File: src/rtl/dbg_pkg.sv
// debug transport package with DMI constants, instruction codes and shared types
package dbg_pkg;

    localparam int ABITS = 7;   // dmi address width
    localparam int IRLEN = 5;

    localparam int NUM_BANKS = 4;

    typedef logic [ABITS-1:0] dmi_addr_t;
    typedef logic [31:0] dmi_data_t;
    typedef logic [IRLEN-1:0] ir_t;
    typedef logic [1:0] dmi_stat_t;
    typedef logic [$clog2(NUM_BANKS)-1:0] bank_idx_t;
    typedef logic [7:0] wr_count_t;

    localparam dmi_data_t IDCODE = 32'h1d7a0c4b;   // bit 0 must stay set

    localparam ir_t IR_IDCODE = 5'h01;
    localparam ir_t IR_DTMCONTROL = 5'h10;
    localparam ir_t IR_DBUS = 5'h11;
    localparam ir_t IR_BYPASS = 5'h1f;

    localparam dmi_stat_t DMISTAT_SUCCESS = 2'h0;
    localparam dmi_stat_t DMISTAT_FAILED = 2'h2;
    localparam dmi_stat_t DMISTAT_BUSY = 2'h3;

    // dtmcontrol write bits
    localparam int DTMCONTROL_DMIRESET = 16;
    localparam int DTMCONTROL_DMIHARDRESET = 17;

    localparam int DRLEN = ABITS + 34;   // dbus is the longest chain

    // bank k: data at BANK_BASE+2k, counter at BANK_BASE+2k+1
    localparam dmi_addr_t BANK_BASE = 7'h04;

    typedef enum logic [3:0] {
        TAP_RESET, TAP_IDLE,
        TAP_SELECT_DR, TAP_CAPTURE_DR, TAP_SHIFT_DR,
        TAP_EXIT1_DR, TAP_PAUSE_DR, TAP_EXIT2_DR, TAP_UPDATE_DR,
        TAP_SELECT_IR, TAP_CAPTURE_IR, TAP_SHIFT_IR,
        TAP_EXIT1_IR, TAP_PAUSE_IR, TAP_EXIT2_IR, TAP_UPDATE_IR
    } tap_state_t;

endpackage
File: src/rtl/dbg_top.sv
// debug transport top joining the dtm, dmi decoder, mailbox banks and response mux
module dbg_top import dbg_pkg::*; (
    input  logic i_tck,
    input  logic i_trst,
    input  logic i_tms,
    input  logic i_tdi,
    output logic o_tdo
);

    logic req_valid, req_write;
    dmi_addr_t req_addr;
    dmi_data_t req_data;
    dmi_data_t resp_data;
    logic dmi_busy, dmi_error;
    logic hardreset;

    logic [NUM_BANKS-1:0] bank_wr_en;
    dmi_data_t wr_data;
    logic bank_clear;
    bank_idx_t sel_idx;
    logic sel_word, rd_en;
    dmi_data_t bank_data [NUM_BANKS];
    wr_count_t bank_count [NUM_BANKS];

    jtag_dtm jtag_dtm_inst (
        .i_tck           (i_tck),
        .i_trst          (i_trst),
        .i_tms           (i_tms),
        .i_tdi           (i_tdi),
        .o_tdo           (o_tdo),
        .o_dmi_req_valid (req_valid),
        .o_dmi_req_write (req_write),
        .o_dmi_req_addr  (req_addr),
        .o_dmi_req_data  (req_data),
        .i_dmi_resp_data (resp_data),
        .i_dmi_busy      (dmi_busy),
        .i_dmi_error     (dmi_error),
        .o_dmi_hardreset (hardreset)
    );

    dmi_decoder dmi_decoder_inst (
        .i_tck        (i_tck),
        .i_trst       (i_trst),
        .i_req_valid  (req_valid),
        .i_req_write  (req_write),
        .i_req_addr   (req_addr),
        .i_req_data   (req_data),
        .i_hardreset  (hardreset),
        .o_bank_wr_en (bank_wr_en),
        .o_wr_data    (wr_data),
        .o_clear      (bank_clear),
        .o_sel_idx    (sel_idx),
        .o_sel_word   (sel_word),
        .o_rd_en      (rd_en),
        .o_busy       (dmi_busy),
        .o_error      (dmi_error)
    );

    for (genvar k = 0; k < NUM_BANKS; k++) begin : g_bank
        mailbox_bank mailbox_bank_inst (
            .i_tck     (i_tck),
            .i_trst    (i_trst),
            .i_wr_en   (bank_wr_en[k]),
            .i_clear   (bank_clear),
            .i_wr_data (wr_data),
            .o_data    (bank_data[k]),
            .o_count   (bank_count[k])
        );
    end

    dmi_resp_mux dmi_resp_mux_inst (
        .i_tck        (i_tck),
        .i_trst       (i_trst),
        .i_rd_en      (rd_en),
        .i_sel_idx    (sel_idx),
        .i_sel_word   (sel_word),
        .i_bank_data  (bank_data),
        .i_bank_count (bank_count),
        .o_resp_data  (resp_data)
    );

endmodule

File: src/rtl/dmi_resp_mux.sv
// response multiplexer registering the addressed mailbox word as dmi read data
module dmi_resp_mux import dbg_pkg::*; (
    input  logic      i_tck,
    input  logic      i_trst,
    input  logic      i_rd_en,
    input  bank_idx_t i_sel_idx,
    input  logic      i_sel_word,
    input  dmi_data_t i_bank_data [NUM_BANKS],
    input  wr_count_t i_bank_count [NUM_BANKS],
    output dmi_data_t o_resp_data
);

    dmi_data_t sel_word;
    dmi_data_t resp_q;

    // counter is zero extended to a full word
    assign sel_word = i_sel_word ? dmi_data_t'(i_bank_count[i_sel_idx])
                                 : i_bank_data[i_sel_idx];

    always_ff @(posedge i_tck or posedge i_trst) begin
        if (i_trst) begin
            resp_q <= '0;
        end else if (i_rd_en) begin
            resp_q <= sel_word;               // held until the next read
        end
    end

    assign o_resp_data = resp_q;

endmodule

File: src/rtl/mailbox_bank.sv
// mailbox bank with one data word and a wrapping write counter
module mailbox_bank import dbg_pkg::*; (
    input  logic      i_tck,
    input  logic      i_trst,
    input  logic      i_wr_en,
    input  logic      i_clear,
    input  dmi_data_t i_wr_data,
    output dmi_data_t o_data,
    output wr_count_t o_count
);

    dmi_data_t data_q;
    wr_count_t count_q;

    always_ff @(posedge i_tck or posedge i_trst) begin
        if (i_trst) begin
            data_q <= '0;
            count_q <= '0;
        end else if (i_clear) begin
            data_q <= '0;                     // hardreset wipes the bank
            count_q <= '0;
        end else if (i_wr_en) begin
            data_q <= i_wr_data;
            count_q <= count_q + wr_count_t'(1);   // wraps at 255
        end
    end

    assign o_data = data_q;
    assign o_count = count_q;

endmodule

File: src/rtl/dmi_decoder.sv
// dmi request decoder driving mailbox write strobes, read select, busy and error
module dmi_decoder import dbg_pkg::*; (
    input  logic                 i_tck,
    input  logic                 i_trst,
    input  logic                 i_req_valid,
    input  logic                 i_req_write,
    input  dmi_addr_t            i_req_addr,
    input  dmi_data_t            i_req_data,
    input  logic                 i_hardreset,
    output logic [NUM_BANKS-1:0] o_bank_wr_en,
    output dmi_data_t            o_wr_data,
    output logic                 o_clear,
    output bank_idx_t            o_sel_idx,
    output logic                 o_sel_word,
    output logic                 o_rd_en,
    output logic                 o_busy,
    output logic                 o_error
);

    dmi_addr_t offset;
    logic hit;
    logic req_q, write_q, hit_q, word_q, error_q, clear_q;
    bank_idx_t idx_q;
    dmi_data_t data_q;

    // window check on the incoming address
    assign offset = i_req_addr - BANK_BASE;
    assign hit = (i_req_addr >= BANK_BASE) && (offset < dmi_addr_t'(2 * NUM_BANKS));

    always_ff @(posedge i_tck or posedge i_trst) begin
        if (i_trst) begin
            req_q <= 1'b0;
            error_q <= 1'b0;
            clear_q <= 1'b0;
        end else begin
            req_q <= i_req_valid;
            clear_q <= i_hardreset;
            if (i_req_valid) begin
                error_q <= !hit;              // held until the next request
            end
        end
    end

    // request payload
    always_ff @(posedge i_tck) begin
        if (i_req_valid) begin
            write_q <= i_req_write;
            hit_q <= hit;
            idx_q <= offset[$bits(bank_idx_t):1];
            word_q <= offset[0];              // odd address selects the counter
            data_q <= i_req_data;
        end
    end

    // counters are read only, so only data words take writes
    assign o_bank_wr_en = (req_q && write_q && hit_q && !word_q) ?
                          (NUM_BANKS'(1) << idx_q) : '0;
    assign o_wr_data = data_q;
    assign o_rd_en = req_q && hit_q && !write_q;
    assign o_sel_idx = idx_q;
    assign o_sel_word = word_q;
    assign o_busy = req_q;
    assign o_error = error_q;
    assign o_clear = clear_q;

endmodule

File: src/rtl/jtag_dtm.sv
// jtag tap controller and debug transport turning dbus scans into dmi requests
module jtag_dtm import dbg_pkg::*; (
    input  logic      i_tck,
    input  logic      i_trst,
    input  logic      i_tms,
    input  logic      i_tdi,
    output logic      o_tdo,
    output logic      o_dmi_req_valid,
    output logic      o_dmi_req_write,
    output dmi_addr_t o_dmi_req_addr,
    output dmi_data_t o_dmi_req_data,
    input  dmi_data_t i_dmi_resp_data,
    input  logic      i_dmi_busy,
    input  logic      i_dmi_error,
    output logic      o_dmi_hardreset
);

    tap_state_t state, state_nxt;
    ir_t ir;
    logic [DRLEN-1:0] dr, dr_nxt;
    logic [5:0] dr_len, len_nxt;       // active chain length
    dmi_stat_t sticky, sticky_nxt;
    logic pending, pending_nxt;        // last request not yet reported
    logic busy_q;
    dmi_addr_t last_addr, addr_nxt;
    logic [1:0] dbus_op;
    logic upd_dbus, upd_ctrl;
    logic req_fire;

    // standard tap transitions
    always_comb begin
        case (state)
            TAP_RESET:      state_nxt = i_tms ? TAP_RESET : TAP_IDLE;
            TAP_IDLE:       state_nxt = i_tms ? TAP_SELECT_DR : TAP_IDLE;
            TAP_SELECT_DR:  state_nxt = i_tms ? TAP_SELECT_IR : TAP_CAPTURE_DR;
            TAP_CAPTURE_DR: state_nxt = i_tms ? TAP_EXIT1_DR : TAP_SHIFT_DR;
            TAP_SHIFT_DR:   state_nxt = i_tms ? TAP_EXIT1_DR : TAP_SHIFT_DR;
            TAP_EXIT1_DR:   state_nxt = i_tms ? TAP_UPDATE_DR : TAP_PAUSE_DR;
            TAP_PAUSE_DR:   state_nxt = i_tms ? TAP_EXIT2_DR : TAP_PAUSE_DR;
            TAP_EXIT2_DR:   state_nxt = i_tms ? TAP_UPDATE_DR : TAP_SHIFT_DR;
            TAP_UPDATE_DR:  state_nxt = i_tms ? TAP_SELECT_DR : TAP_IDLE;
            TAP_SELECT_IR:  state_nxt = i_tms ? TAP_RESET : TAP_CAPTURE_IR;
            TAP_CAPTURE_IR: state_nxt = i_tms ? TAP_EXIT1_IR : TAP_SHIFT_IR;
            TAP_SHIFT_IR:   state_nxt = i_tms ? TAP_EXIT1_IR : TAP_SHIFT_IR;
            TAP_EXIT1_IR:   state_nxt = i_tms ? TAP_UPDATE_IR : TAP_PAUSE_IR;
            TAP_PAUSE_IR:   state_nxt = i_tms ? TAP_EXIT2_IR : TAP_PAUSE_IR;
            TAP_EXIT2_IR:   state_nxt = i_tms ? TAP_UPDATE_IR : TAP_SHIFT_IR;
            TAP_UPDATE_IR:  state_nxt = i_tms ? TAP_SELECT_DR : TAP_IDLE;
            default:        state_nxt = TAP_RESET;
        endcase
    end

    assign dbus_op = dr[1:0];
    assign upd_dbus = (state == TAP_UPDATE_DR) && (ir == IR_DBUS);
    assign upd_ctrl = (state == TAP_UPDATE_DR) && (ir == IR_DTMCONTROL);

    // requests only go out with a clean status and an idle decoder
    assign req_fire = upd_dbus && (dbus_op != 2'd0) && (sticky == DMISTAT_SUCCESS) && !busy_q;

    always_comb begin
        dmi_stat_t stat;

        dr_nxt = dr;
        len_nxt = dr_len;
        sticky_nxt = sticky;
        pending_nxt = pending;
        addr_nxt = last_addr;
        stat = sticky;
        case (state)
            TAP_CAPTURE_DR: begin
                dr_nxt = '0;
                case (ir)
                    IR_IDCODE: begin
                        dr_nxt[31:0] = IDCODE;
                        len_nxt = 6'd32;
                    end
                    IR_DTMCONTROL: begin
                        dr_nxt[3:0] = 4'h1;           // version
                        dr_nxt[9:4] = 6'(ABITS);
                        dr_nxt[11:10] = sticky;
                        len_nxt = 6'd32;
                    end
                    IR_DBUS: begin
                        if (pending && i_dmi_error) begin
                            stat = DMISTAT_FAILED;
                        end
                        sticky_nxt = stat;
                        pending_nxt = 1'b0;
                        dr_nxt = {last_addr, i_dmi_resp_data, stat};
                        len_nxt = 6'(DRLEN);
                    end
                    default: begin
                        len_nxt = 6'd1;               // bypass and unknown codes
                    end
                endcase
            end
            TAP_SHIFT_DR: begin
                dr_nxt = {1'b0, dr[DRLEN-1:1]};
                dr_nxt[dr_len - 6'd1] = i_tdi;        // tdi enters at the chain's top
            end
            TAP_UPDATE_DR: begin
                if (upd_ctrl && dr[DTMCONTROL_DMIRESET]) begin
                    sticky_nxt = DMISTAT_SUCCESS;
                end
                if (upd_dbus) begin
                    addr_nxt = dr[DRLEN-1:34];
                    if (dbus_op != 2'd0 && sticky == DMISTAT_SUCCESS && busy_q) begin
                        sticky_nxt = DMISTAT_BUSY;    // request dropped
                    end
                end
                if (req_fire) begin
                    pending_nxt = 1'b1;
                end
            end
            TAP_CAPTURE_IR: begin
                dr_nxt = '0;
                dr_nxt[IRLEN-1:0] = ir_t'(1);         // fixed 01 pattern
            end
            TAP_SHIFT_IR: begin
                dr_nxt = '0;
                dr_nxt[IRLEN-1:0] = {i_tdi, dr[IRLEN-1:1]};
            end
            default: begin
            end
        endcase
    end

    always_ff @(posedge i_tck or posedge i_trst) begin
        if (i_trst) begin
            state <= TAP_RESET;
            dr <= '0;
            dr_len <= 6'd32;
            sticky <= DMISTAT_SUCCESS;
            pending <= 1'b0;
            busy_q <= 1'b0;
            last_addr <= '0;
        end else begin
            state <= state_nxt;
            dr <= dr_nxt;
            dr_len <= len_nxt;
            sticky <= sticky_nxt;
            pending <= pending_nxt;
            busy_q <= i_dmi_busy;             // sampled busy seen at update
            last_addr <= addr_nxt;
        end
    end

    // ir moves on the falling edge
    always_ff @(negedge i_tck or posedge i_trst) begin
        if (i_trst) begin
            ir <= IR_IDCODE;
        end else if (state == TAP_RESET) begin
            ir <= IR_IDCODE;
        end else if (state == TAP_UPDATE_IR) begin
            ir <= dr[IRLEN-1:0];
        end
    end

    assign o_tdo = dr[0];
    assign o_dmi_req_valid = req_fire;
    assign o_dmi_req_write = (dbus_op == 2'd2);   // op 1 read, op 2 write
    assign o_dmi_req_addr = dr[DRLEN-1:34];
    assign o_dmi_req_data = dr[33:2];
    assign o_dmi_hardreset = upd_ctrl && dr[DTMCONTROL_DMIHARDRESET];

endmodule

File: config.mk
export PLATFORM = sky130hd
export DESIGN_NAME = dbg_top
export DESIGN_NICKNAME = d
export VERILOG_FILES = /design/src/rtl/dbg_pkg.sv /design/src/rtl/dbg_top.sv /design/src/rtl/dmi_resp_mux.sv /design/src/rtl/mailbox_bank.sv /design/src/rtl/dmi_decoder.sv /design/src/rtl/jtag_dtm.sv
export SDC_FILE = /design/constraint.sdc
export NUM_CORES = 1
export LEC_CHECK = 0
export CORE_UTILIZATION = 45
export CTS_CLUSTER_SIZE = 12
export DETAILED_ROUTE_END_ITERATION = 7
export DONT_BUFFER_PORTS = 1
export SYNTH_ARGS = -nofsm -noshare
export SYNTH_HDL_FRONTEND = slang
export SYNTH_SLANG_ARGS = --single-unit
File: constraint.sdc
create_clock -name i_tck -period 7.3 [get_ports i_tck]
set_input_delay 0.365 -clock i_tck [delete_from_list [all_inputs] [get_ports i_tck]]
set_output_delay 0.365 -clock i_tck [all_outputs]
set_load 0.1 [all_outputs]
* Word level (Yosys, flattened, before mapping)
Index checks and enable logic that the tools add are counted.
** Operators by class
- Add/sub/neg operators :: 6
- Order comparisons :: 5
- Equal/unequal tests :: 21
- Shift operators :: 1
- Multiplexer cells :: 56
- Bitwise logic cells :: 1
- Reductions and logical operators :: 38
** Operator list (count)
- 32-bit 2-to-1 mux :: 11
- 41-bit case mux with 4 select lines :: 1
- 8-bit 2-to-1 mux :: 10
- 32-bit binary-select mux with 2-bit select :: 1
- 4-bit case mux with 12 select lines :: 1
- 41-bit bitwise mux :: 1
- 20-bit case mux with 2 select lines :: 1
- 12-bit case mux with 3 select lines :: 1
- 8-bit by 1-bit adder with 8-bit output (second input constant) :: 4
- 4-bit equality test (second input constant) :: 8
- 4-bit 2-to-1 mux :: 5
- 1-bit logical AND :: 17
- 8-bit binary-select mux with 2-bit select :: 1
- 4-bit by 3-bit equality test with 1-bit output (second input constant) :: 4
- 2-bit 2-to-1 mux :: 8
- 2-bit nonzero test :: 7
- 6-bit case mux with 2 select lines :: 1
- 5-bit equality test (second input constant) :: 2
- 5-bit 2-to-1 mux :: 2
- 9-bit 2-to-1 mux :: 1
- 4-bit by 2-bit equality test with 1-bit output (second input constant) :: 2
- 7-bit by 3-bit >= comparator with 1-bit output (second input constant) :: 1
- 6-bit by 7-bit < comparator with 1-bit output (second input constant) :: 1
- 7-bit by 4-bit < comparator with 1-bit output (second input constant) :: 1
- other kinds (23) :: 36
** Word-level totals
- Flip-flop bits (word level) :: 299
- Input port bits :: 4
- Logic and storage cells :: 153

* Depth between registers and ports, before layout
- Word-level depth :: 7
- Mapped depth :: 8

* Modules after synthesis
From an unflattened synthesis, not the netlist that was laid out.
** Unflattened totals
- Cells, all modules :: 1182
- Area, all modules :: 13987.2 um^2
** Modules (own cells, without submodules)
- mailbox_bank :: instances 4, cells each 141, area an instance 1667.8 um^2, seq. area each 1001.0 um^2
- jtag_dtm :: instances 1, cells each 413, area an instance 3794.9 um^2, seq. area each 1604.0 um^2
- dmi_resp_mux :: instances 1, cells each 145, area an instance 2204.6 um^2, seq. area each 800.8 um^2
- dmi_decoder :: instances 1, cells each 60, area an instance 1316.3 um^2, seq. area each 1186.1 um^2

==> flow_metrics.env <==
export IMPL_syn_cell_area_um2=13500
export IMPL_power_total_uw=4270
export IMPL_fin_ws_ps=1330
export IMPL_r2r_cells=5
export IMPL_crit_end="dmi_decoder_inst.o_wr_data[17]"
export IMPL_dominantRegCellSynth="dfrtp_1"
export IMPL_route_met3_wl_mm=1.59
export IMPL_crit_path_cell_trace="or3_1 > nor2_1 > nand3_1 > nor2_4 > buf_12"
export IMPL_fillCellCount=2627
export IMPL_slowest_stage="nor2_4"
export IMPL_pre_cts_ws_ps=1330
export IMPL_pin_count=5
export IMPL_cpLargestDelayFamily="simple AND/OR/NAND/NOR gates"
export IMPL_cp_arrival_ps=6230
export IMPL_drive_above_1_share=0.100
export IMPL_yosysSeqAreaShare=0.564
export IMPL_die_width_um=175
export IMPL_core_um2=29100
export IMPL_p_leak_uw=0.00609
export IMPL_crit_type="reg -> reg"
export IMPL_grt_antenna_before_repair=0
export IMPL_first_pass_iters=5
export IMPL_nets=1261
export IMPL_ys_types=60
export IMPL_synthCells=1294
export IMPL_wire_per_inst_um=20.4
export IMPL_top_layer="met4"
export IMPL_wl_met1_mm=15.4
export IMPL_grt_setup_unrepaired="false"
export IMPL_start_util=0.463
export IMPL_viasPerCell=5.78
export IMPL_drc=0
export IMPL_cp_data_required_time_ps=7560
export IMPL_cts_resized=0
export IMPL_crit_path_end_kind="register"
export IMPL_hold_class="in -> reg"
export IMPL_ys_ff_latch=296
export IMPL_cts_tree="yes"
export IMPL_h_tree_depth=1
export IMPL_slowest_delay_ps=550
export IMPL_portBuffers=0
export IMPL_synth_async_sr_flop_share=0.875
export IMPL_ys_warn_count=0
export IMPL_ir_drop_uv=261
export IMPL_max_clock_path_buffers=3
export IMPL_synth_edf_count=37
export IMPL_route_met2_wl_mm=15.9
export IMPL_syn_nets=1304
export IMPL_vias=9586
export IMPL_finalSetupViolCount=0
export IMPL_track_usage=0.228
export IMPL_fin_cells=1659
export IMPL_slew_viol_final=0
export IMPL_cts_root_buf="clkbuf_16"
export IMPL_cts_sinks=296
export IMPL_fin_setup_tns_ps=0
export IMPL_clock_latency_ps=590
export IMPL_dp_cells=1599
export IMPL_path_buf_inv=1
export IMPL_final_setup_skew_ps=49.1
export IMPL_critPathLaunchType="register"
export IMPL_hold_violations=0
export IMPL_avgSynthCellArea_um2=10.4
export IMPL_worstSetupStartpoint="jtag_dtm_inst.ir[1]"
export IMPL_grt_pass1_vias=9608
export IMPL_cts_buffers=31
export IMPL_die_height_um=175
export IMPL_syn_to_final_growth_pct=9.53
export IMPL_drt_initial_drc_count=823
export IMPL_power_density_nw_per_um2=290
export IMPL_max_slew_margin=0.201
export IMPL_place_gp_congestion=0.887
export IMPL_dpl_hpwl_mm=19.9
export IMPL_cp_depth=5
export IMPL_ff2ff_setup_slack_ps=1330
export IMPL_final_antenna_net_count=0
export IMPL_grt_pass1_wl_mm=55.2
export IMPL_overflow=0
export IMPL_timing_rr_end="dmi_decoder_inst.o_wr_data[17]"
export IMPL_totalWireLength_mm=33.9
export IMPL_cap_violations=0
export IMPL_post_route_util=0.507
export IMPL_worst_slew_pin_slew_ps=1200
export IMPL_row_count=62
export IMPL_outcome="finished clean"
export IMPL_antenna_cells=0
export IMPL_die_area_um2=30600
export IMPL_clkTransAtPathRegs_ps=60
export IMPL_cp_max_fo=20
export IMPL_grt_max_degree=170
export IMPL_rr_startpoint="jtag_dtm_inst.ir[1]"
[per-layer routing]
metal / up-vias / track usage
li1: 4452 / -
met1: 4837 / 0.329
met2: 230 / 0.357
met3: 67 / 0.0337
met4: 0 / 0.0699
met5: - / 0
[synthesized netlist by cell type (4+ instances only)]
master    count  area, um^2
xnor2_1      15         131
o22ai_1       6        37.5
and4b_1       4        40.0
edfxtp_1     37        1110
mux4_2       40         901
nor2b_1       5        31.3
nand3b_1      7        52.6
mux2_2        7        78.8
buf_2        14        70.1
clkbuf_1     75         282
xor2_1       13         114
nand2_1     301        1130
buf_1         4        15.0
a22o_1       24         210
nand2b_1      6        37.5
and3_1        5        31.3
mux2i_1      16         160
nand3_1      21         105
nand4_1       9        56.3
nor4_1        4        25.0
nor3_1       13        65.1
inv_1        17        63.8
or3_1         4        25.0
ha_1          6        75.1
a21oi_1     177         886
and4_1        6        52.6
dfrtn_1       4         100
a211oi_1      6        45.0
nor3b_1       6        45.0
nor2_1       77         289
o211ai_1      6        45.0
dfrtp_1     253        6330
a31oi_1       6        37.5
o21ai_0      39         195
a22oi_1      14         105
buf_6         5        56.3
[worst register-to-register path, stage by stage, from the launching register on]
cell     delay, ps
dfrtn_1        360
or3_1          480
nor2_1         210
nand3_1        150
nor2_4         550
buf_12         270
[power by group]
part	switching [uW]	internal [uW]	total (uW)
Clock	639	889	1530
Combinational	430	272	702
Sequential	200	1840	2040
Total	1270	3000	4270
[how the worst min path moves through the flow]
stage | startpoint | end | slack, ps | cells past startpoint
detailed placement | i_trst | g_bank[3].mailbox_bank_inst.o_data[22] | 370 | 1
finish | i_tms | jtag_dtm_inst.state[2] | 40 | 3
global route | i_tms | jtag_dtm_inst.state[0] | 50 | 2
floorplan | dmi_decoder_inst.o_busy | jtag_dtm_inst.busy_q | 420 | 0
global placement | i_trst | g_bank[3].mailbox_bank_inst.o_data[22] | 370 | 1
CTS | i_tms | jtag_dtm_inst.state[0] | 20 | 2
[final cells by class]
class	count	area [um^2]	area share
clock buffer	52	925	0.0627
multi-input combinational	883	5440	0.369
sequential	296	7600	0.515
inverter	16	63.8	0.00432
clock inverter	6	53.8	0.00365
timing repair buffer	22	198	0.0134
tap	384	480	0.0326
[logic make-up (layout without fill, tap and decap cells)]
kind of cell,count (synthesis),after routing,share of synthesized area
AO/OA/AOI/OAI,297,297,0.129
XOR/XNOR,28,28,0.0182
adder cells (fa/ha/maj),6,6,0.00557
buffers and inverters,115,96,0.0361
flip-flops,296,296,0.564
multiplexers,63,63,0.0846
AND/OR/NAND/NOR,489,489,0.163
[through the flow]
step | hold slack, ps | area (um^2)
2_1_floorplan | 419 | 13500
3_3_place_gp | 369 | 13800
3_5_place_dp | 370 | 13800
4_1_cts | 15.4 | 14800
5_1_grt | 48.5 | 14800
6_report | 38.7 | 14800
[cells in the final DEF (no fill, tap or decap), types with 7 or more instances in the layout]
cell type,n
a21oi_1,177
a22o_1,24
a22oi_1,14
buf_4,17
clkbuf_1,14
clkbuf_16,31
clkbuf_8,7
dfrtp_1,252
edfxtp_1,37
inv_1,16
mux2_2,7
mux2i_1,16
mux4_2,40
nand2_1,301
nand3_1,21
nand3b_1,7
nand4_1,9
nor2_1,73
nor3_1,13
o21ai_0,39
xnor2_1,15
xor2_1,13
[sequential cells by signal, summed over array words and instances (netlist names)]
name and flops:
jtag_dtm_inst.state 4, jtag_dtm_inst.sticky 2, jtag_dtm_inst.dr 41, dmi_decoder_inst.o_wr_data 32, g_bank.mailbox_bank_inst.o_count 32, dmi_decoder_inst.hit_q 1
dmi_decoder_inst.o_error 1, g_bank.mailbox_bank_inst.o_data 128, jtag_dtm_inst.pending 1, jtag_dtm_inst.ir 5, dmi_decoder_inst.write_q 1, dmi_decoder_inst.o_sel_idx 2
jtag_dtm_inst.last_addr 7, jtag_dtm_inst.busy_q 1, dmi_resp_mux_inst.o_resp_data 32, dmi_decoder_inst.o_sel_word 1, dmi_decoder_inst.o_busy 1, dmi_decoder_inst.o_clear 1
jtag_dtm_inst.dr_len 3
[what timing repair did]
item	in CTS	in global routing
setup buffers	0	0
hold endpoints to repair	25	0
hold buffers	3	0
Power figures use the tool's default switching activity.
